--- config.mk ---
export PLATFORM = sky130hd
export DESIGN_NAME = execCore
export DESIGN_NICKNAME = d
export VERILOG_FILES = /design/src/logic/corePkg.sv /design/src/logic/regPortIf.sv /design/src/logic/execCore.sv /design/src/logic/alu.sv /design/src/logic/instrDecoder.sv /design/src/logic/registerFile.sv
export SDC_FILE = /design/constraint.sdc
export NUM_CORES = 2
export LEC_CHECK = 0
export BUFFER_PORTS_ARGS = -buffer_cell sky130_fd_sc_hd__buf_2
export CAP_MARGIN = 30
export CORE_UTILIZATION = 45
export DETAILED_ROUTE_END_ITERATION = 10
export MAX_ROUTING_LAYER = met4
export SETUP_SLACK_MARGIN = 0.2
export SLEW_MARGIN = 10
export SYNTH_ARGS = -nofsm -noshare
export SYNTH_HDL_FRONTEND = slang
export SYNTH_SLANG_ARGS = --single-unit
--- constraint.sdc ---
create_clock -name iClk -period 7.3 [get_ports iClk]
set_input_delay 0.365 -clock iClk [delete_from_list [all_inputs] [get_ports iClk]]
set_output_delay 0.365 -clock iClk [all_outputs]
set_load 0.005 [all_outputs]
--- src/logic/corePkg.sv ---
`default_nettype none

package corePkg;

    typedef logic [31:0] dataT;
    typedef logic [3:0]  regAddrT;
    typedef logic [3:0]  opcodeT;
    typedef logic [2:0]  aluOpT;

    // ALU operations.
    localparam aluOpT ALU_ADD = 3'd0;
    localparam aluOpT ALU_SUB = 3'd1;
    localparam aluOpT ALU_AND = 3'd2;
    localparam aluOpT ALU_OR  = 3'd3;
    localparam aluOpT ALU_XOR = 3'd4;
    localparam aluOpT ALU_SLL = 3'd5;
    localparam aluOpT ALU_SRL = 3'd6;
    localparam aluOpT ALU_LUI = 3'd7;

    // Opcodes 10 to 15 are illegal.
    localparam opcodeT OP_NOP  = 4'd0;
    localparam opcodeT OP_ADD  = 4'd1;
    localparam opcodeT OP_SUB  = 4'd2;
    localparam opcodeT OP_AND  = 4'd3;
    localparam opcodeT OP_OR   = 4'd4;
    localparam opcodeT OP_XOR  = 4'd5;
    localparam opcodeT OP_SLL  = 4'd6;
    localparam opcodeT OP_SRL  = 4'd7;
    localparam opcodeT OP_ADDI = 4'd8;
    localparam opcodeT OP_LUI  = 4'd9;

    // Instruction layout.
    localparam int OPCODE_MSB = 31;
    localparam int OPCODE_LSB = 28;
    localparam int RC_MSB     = 27;
    localparam int RC_LSB     = 24;
    localparam int RA_MSB     = 23;
    localparam int RA_LSB     = 20;
    localparam int RB_MSB     = 19;
    localparam int RB_LSB     = 16;
    localparam int IMM_MSB    = 15;
    localparam int IMM_LSB    = 0;

endpackage

`default_nettype wire
--- src/logic/regPortIf.sv ---
`timescale 1ns/1ns
`default_nettype none

interface regPortIf;

    // Read ports A and B.
    corePkg::regAddrT addrA;
    corePkg::regAddrT addrB;
    corePkg::dataT    regA;
    corePkg::dataT    regB;

    // Write port C.
    corePkg::regAddrT addrC;
    corePkg::dataT    regC;
    logic             write;

    modport core (
        output addrA, addrB, addrC,
        output write, regC,
        input  regA, regB
    );

    modport regFile (
        input  addrA, addrB, addrC,
        input  write, regC,
        output regA, regB
    );

endinterface

`default_nettype wire

--- src/logic/execCore.sv ---
`timescale 1ns/1ns
`default_nettype none

module execCore (
    input  logic          iClk,
    input  logic          reset,
    input  corePkg::dataT instr,
    input  logic          valid,
    output corePkg::dataT result,
    output logic          resultValid,
    output logic          illegal
);

    regPortIf regPorts ();

    corePkg::aluOpT aluOp;
    corePkg::dataT  imm;
    corePkg::dataT  aluB;
    corePkg::dataT  aluY;
    logic           useImm;
    logic           decIllegal;

    instrDecoder decoder (
        .instr   (instr),
        .valid   (valid),
        .addrA   (regPorts.addrA),
        .addrB   (regPorts.addrB),
        .addrC   (regPorts.addrC),
        .aluOp   (aluOp),
        .useImm  (useImm),
        .imm     (imm),
        .write   (regPorts.write),
        .illegal (decIllegal)
    );

    registerFile regFile (
        .iClk  (iClk),
        .reset (reset),
        .ports (regPorts.regFile)
    );

    assign aluB = useImm ? imm : regPorts.regB;

    alu alu0 (
        .a     (regPorts.regA),
        .b     (aluB),
        .aluOp (aluOp),
        .y     (aluY)
    );

    // Write-back happens at the same edge that latches the result.
    assign regPorts.regC = aluY;

    always_ff @(posedge iClk) begin
        if (reset) begin
            result      <= '0;
            resultValid <= 1'b0;
            illegal     <= 1'b0;
        end else begin
            // Non-writing instructions report zero.
            result      <= regPorts.write ? aluY : '0;
            resultValid <= valid;
            illegal     <= decIllegal;
        end
    end

endmodule

`default_nettype wire

--- src/logic/alu.sv ---
`timescale 1ns/1ns
`default_nettype none

module alu (
    input  corePkg::dataT  a,
    input  corePkg::dataT  b,
    input  corePkg::aluOpT aluOp,
    output corePkg::dataT  y
);

    // Shifts use the low five bits of b only.
    logic [4:0] shamt;

    assign shamt = b[4:0];

    always_comb begin
        case (aluOp)
            corePkg::ALU_ADD: begin
                y = a + b;
            end
            corePkg::ALU_SUB: begin
                y = a - b;
            end
            corePkg::ALU_AND: begin
                y = a & b;
            end
            corePkg::ALU_OR: begin
                y = a | b;
            end
            corePkg::ALU_XOR: begin
                y = a ^ b;
            end
            corePkg::ALU_SLL: begin
                y = a << shamt;
            end
            corePkg::ALU_SRL: begin
                y = a >> shamt;
            end
            corePkg::ALU_LUI: begin
                // Upper immediate arrives already shifted.
                y = b;
            end
            default: begin
                y = '0;
            end
        endcase
    end

endmodule

`default_nettype wire

--- src/logic/instrDecoder.sv ---
`timescale 1ns/1ns
`default_nettype none

module instrDecoder (
    input  corePkg::dataT    instr,
    input  logic             valid,
    output corePkg::regAddrT addrA,
    output corePkg::regAddrT addrB,
    output corePkg::regAddrT addrC,
    output corePkg::aluOpT   aluOp,
    output logic             useImm,
    output corePkg::dataT    imm,
    output logic             write,
    output logic             illegal
);

    corePkg::opcodeT opcode;
    logic [15:0]     imm16;
    logic            badOpcode;

    assign opcode = instr[corePkg::OPCODE_MSB:corePkg::OPCODE_LSB];
    assign addrC  = instr[corePkg::RC_MSB:corePkg::RC_LSB];
    assign addrA  = instr[corePkg::RA_MSB:corePkg::RA_LSB];
    assign addrB  = instr[corePkg::RB_MSB:corePkg::RB_LSB];
    assign imm16  = instr[corePkg::IMM_MSB:corePkg::IMM_LSB];

    // Everything above LUI is unassigned.
    assign badOpcode = opcode > corePkg::OP_LUI;

    always_comb begin
        aluOp  = corePkg::ALU_ADD;
        useImm = 1'b0;
        imm    = '0;
        case (opcode)
            corePkg::OP_SUB: aluOp = corePkg::ALU_SUB;
            corePkg::OP_AND: aluOp = corePkg::ALU_AND;
            corePkg::OP_OR:  aluOp = corePkg::ALU_OR;
            corePkg::OP_XOR: aluOp = corePkg::ALU_XOR;
            corePkg::OP_SLL: aluOp = corePkg::ALU_SLL;
            corePkg::OP_SRL: aluOp = corePkg::ALU_SRL;
            corePkg::OP_ADDI: begin
                useImm = 1'b1;
                imm    = {{16{imm16[15]}}, imm16};
            end
            corePkg::OP_LUI: begin
                aluOp  = corePkg::ALU_LUI;
                useImm = 1'b1;
                imm    = {imm16, 16'h0000};
            end
            default: aluOp = corePkg::ALU_ADD;
        endcase
    end

    // NOP and illegal opcodes never reach the register file.
    assign write   = valid && !badOpcode && (opcode != corePkg::OP_NOP);
    assign illegal = valid && badOpcode;

endmodule

`default_nettype wire

--- src/logic/registerFile.sv ---
`timescale 1ns/1ns
`default_nettype none

module registerFile (
    input  logic iClk,
    input  logic reset,
    regPortIf.regFile ports
);

    // Register 0 has no storage and reads as zero.
    corePkg::dataT regs [1:15];

    logic writeEn;

    assign writeEn = ports.write && (ports.addrC != '0);

    always_ff @(posedge iClk) begin
        if (reset) begin
            for (int i = 1; i <= 15; i++) begin
                regs[i] <= '0;
            end
        end else if (writeEn) begin
            regs[ports.addrC] <= ports.regC;
        end
    end

    // Both read ports are combinational.
    always_comb begin
        if (ports.addrA == '0) begin
            ports.regA = '0;
        end else begin
            ports.regA = regs[ports.addrA];
        end
    end

    always_comb begin
        if (ports.addrB == '0) begin
            ports.regB = '0;
        end else begin
            ports.regB = regs[ports.addrB];
        end
    end

endmodule

`default_nettype wire

==> reports/results.ini <==
[run_status]
status=finished clean

[power_and_ir_drop]
combPwrFrac_pct=33.5
power.leakage_nw=15.2
p_per_area_nw_per_um2=257
net-switching-power_mw=3.74
p_int_mw=6.40
power_frac_clock_pct=29.9
ir_worst_vdd_uv=178
sw_frac_of_total_pct=36.9
seq_power_share_pct=36.5

[sta]
finalSetupViolCount=0
fin_crit_sh_pct=97.6
relSlewSlack_pct=21.0
skew_ns=0.0336
rsz0062_at_grt=no
fmax_ghz=0.140
tightest_slew_ns=1.16
drv_slew=0
period_needed_ns=7.13
finalHoldViolCount=0

[drt]
postRouteAntennaNets=0
first_pass_iters=6
drt_iter0_drc=4552
drc=0
wl_per_cell_um=37.6
vias=29860
via_per_inst=6.99
drt_wl_total_um=161000

[global_route]
grt_pass1_wl_um=222000
grt_max_degree=74
antenna_found_initial=3
grt_pass1_vias=28807
overflow=0
groute.usage.overall_pct=41.4

[clocking]
post-cts-setup-buffer-count=0
htree_num_levels=2
cts_hold_buffers=1
cts_root_buf=clkbuf_16
cts_buffers=59
clk-insertion-delay-late_ns=0.66
cts.sinks=546
cts_resized=0
clk_pin_slew_ns=0.07
cts_buffer_depth=3
tritoncts=yes

[yosys]
yosysWarnings=0
async_flop_share_pct=0
synth_area_leaders=edfxtp_1 44%, mux4_2 15%, nor2_1 6.2%
yosys.area.top_type=edfxtp_1
syn_avg_cell_area_sq_um=11.3
yosysTopAreaCellShare_pct=43.6
yosysSeqAreaShare_pct=45.5
synth_edf_count=512
netlist_instances=3114
synth_seq_cells=546
synth_flop_cell=edfxtp_1
synth_cell_type_count=95
synth_area_sq_um=35300

[job]
cap_violations=0

[critical_path]
endpoint_kind=flip-flop
path_max_fanout=17
cp-start-kind=primary input
required_ns=7.65
cp_data_arrival_time_ns=7.48
crit_type=primary input to flip-flop

[final_layout]
fin_area_sq_um=39400
area_delta_synth_final_pct=11.7
fin_cells=4270
final_common_cell=nor2_1
fillers=6935
final_cell_mix=579 x nor2_1, 512 x edfxtp_1, 228 x mux4_2
layout-drive-gt1-share_pct=22.2
num-nets-final=3307

[floorplan]
die_w_um=282
die-area_sq_um=79500
std_cell_rows=102
num_io_pins=69
fp.dieH_um=282
start_util_pct=45.6
core_sq_um=77500

[place]
place_area_sq_um=37400
hpwl_um=106000
dpl.cell_count=4152
gp_congestion=1.03
port_buffers=68

[min_path]
hold_class=primary input to flip-flop

## power by group through the flow
stage	Combinational, mW	Sequential (mW)	Clock, mW
2_1_floorplan	1.92	3.72	0
3_3_place_gp	3.25	3.75	0
3_5_place_dp	3.25	3.76	0
4_1_cts	3.27	3.70	3.03
5_1_grt	3.50	3.72	3.16
6_report	3.40	3.70	3.04
## Yosys cell counts (32+ instances only)
library cell	number
nor2b_1	36
a211oi_1	44
buf_2	98
a221oi_1	32
mux2_2	49
o211ai_1	54
nor3_1	63
a21oi_1	131
mux4_2	228
nand2_1	136
inv_1	83
nand3_1	38
edfxtp_1	512
dfxtp_1	34
ha_1	93
o21ai_0	78
xnor2_1	45
clkbuf_1	126
mux2i_1	139
nor2_1	579
## registers in the layout, indices dropped and copies added, names as in the netlist
signal / flops
illegal: 1
regFile.regs: 512
result: 32
resultValid: 1
## critical path, stage by stage
cell and delay (ns):
buf_2 0.24, nor4_1 0.84, or3_1 0.44, o22a_1 0.38, nand3_1 0.36, nor2_1 0.46, nand2_1 0.40, or3_1 0.56
o21ai_0 0.28, xnor2_1 0.10, ha_1 0.40, and3_1 0.24, nand4_1 0.11, a21oi_1 0.20, and2_1 0.19, a21oi_1 0.09
a221oi_1 0.38, buf_4 0.22, nor3_1 0.07, a221o_1 0.43, o31ai_4 0.40, buf_12 0.20, a21oi_1 0.09
## stage by stage
step | total power, mW | setup WS (ns) | utilization, % | TNS [ns] | hold WS (ns)
after floorplan | 5.65 | 0.819 | - | 0 | 0.456
after global placement | 7.00 | -0.0918 | 48.3 | -1.43 | 0.643
after detailed placement | 7.02 | -0.134 | 48.3 | -1.88 | 0.654
after CTS | 10.0 | 0.497 | 50.8 | 0 | 0.127
after global routing | 10.4 | 0.218 | 50.9 | 0 | 0.169
final | 10.1 | 0.172 | 50.9 | 0 | 0.122
## cell type report
| type | count | area, sq um | share of cell area, % |
|---|---|---|---|
| diodes | 2 | 5.00 | 0.0127 |
| clock buffers | 79 | 1630 | 4.14 |
| clock inverters | 32 | 287 | 0.727 |
| inverters | 106 | 400 | 1.02 |
| multi-input cells | 2225 | 17900 | 45.4 |
| flip-flops and latches | 546 | 16100 | 40.7 |
| well taps | 1040 | 1300 | 3.30 |
| repair buffers | 240 | 1850 | 4.69 |
## kinds of logic (layout without fill, tap and decap cells)
logic type                 Yosys count  in the layout  share of synthesized area (%)
xor gates and xnor gates            55             55                           1.37
and+or+nand+nor                    986            986                           12.2
muxes                              416            416                           20.1
AOI/OAI and AO/OA                  642            642                           12.8
adders and majority gates           94             94                           3.35
DFF                                546            546                           45.5
other                                1             34                         0.0106
buffers and inverters              374            457                           4.68
## worst paths after layout
| check | from | endpoint | slack, ns | depth (start not counted) |
|---|---|---|---|---|
| worst max-delay path | instr[17] | regFile.regs[12][31] | 0.17 | 23 |
| worst min-delay path | reset | illegal | 0.12 | 2 |
| worst max register to register | regFile.regs[12][4] | regFile.regs[12][31] | 0.22 | 22 |
| worst min register to register | regFile.regs[5][1] | result[1] | 1.66 | 8 |
## metal layers
layer / GRT usage [%] / vias to the layer above / share of wire, %
li1: - / 11933 / -
met1: 52.1 / 15004 / 37
met2: 61.0 / 2399 / 44
met3: 9.72 / 524 / 12
met4: 24.2 / 0 / 7.0
met5: - / - / 0
(Power assumes the default switching activity.)
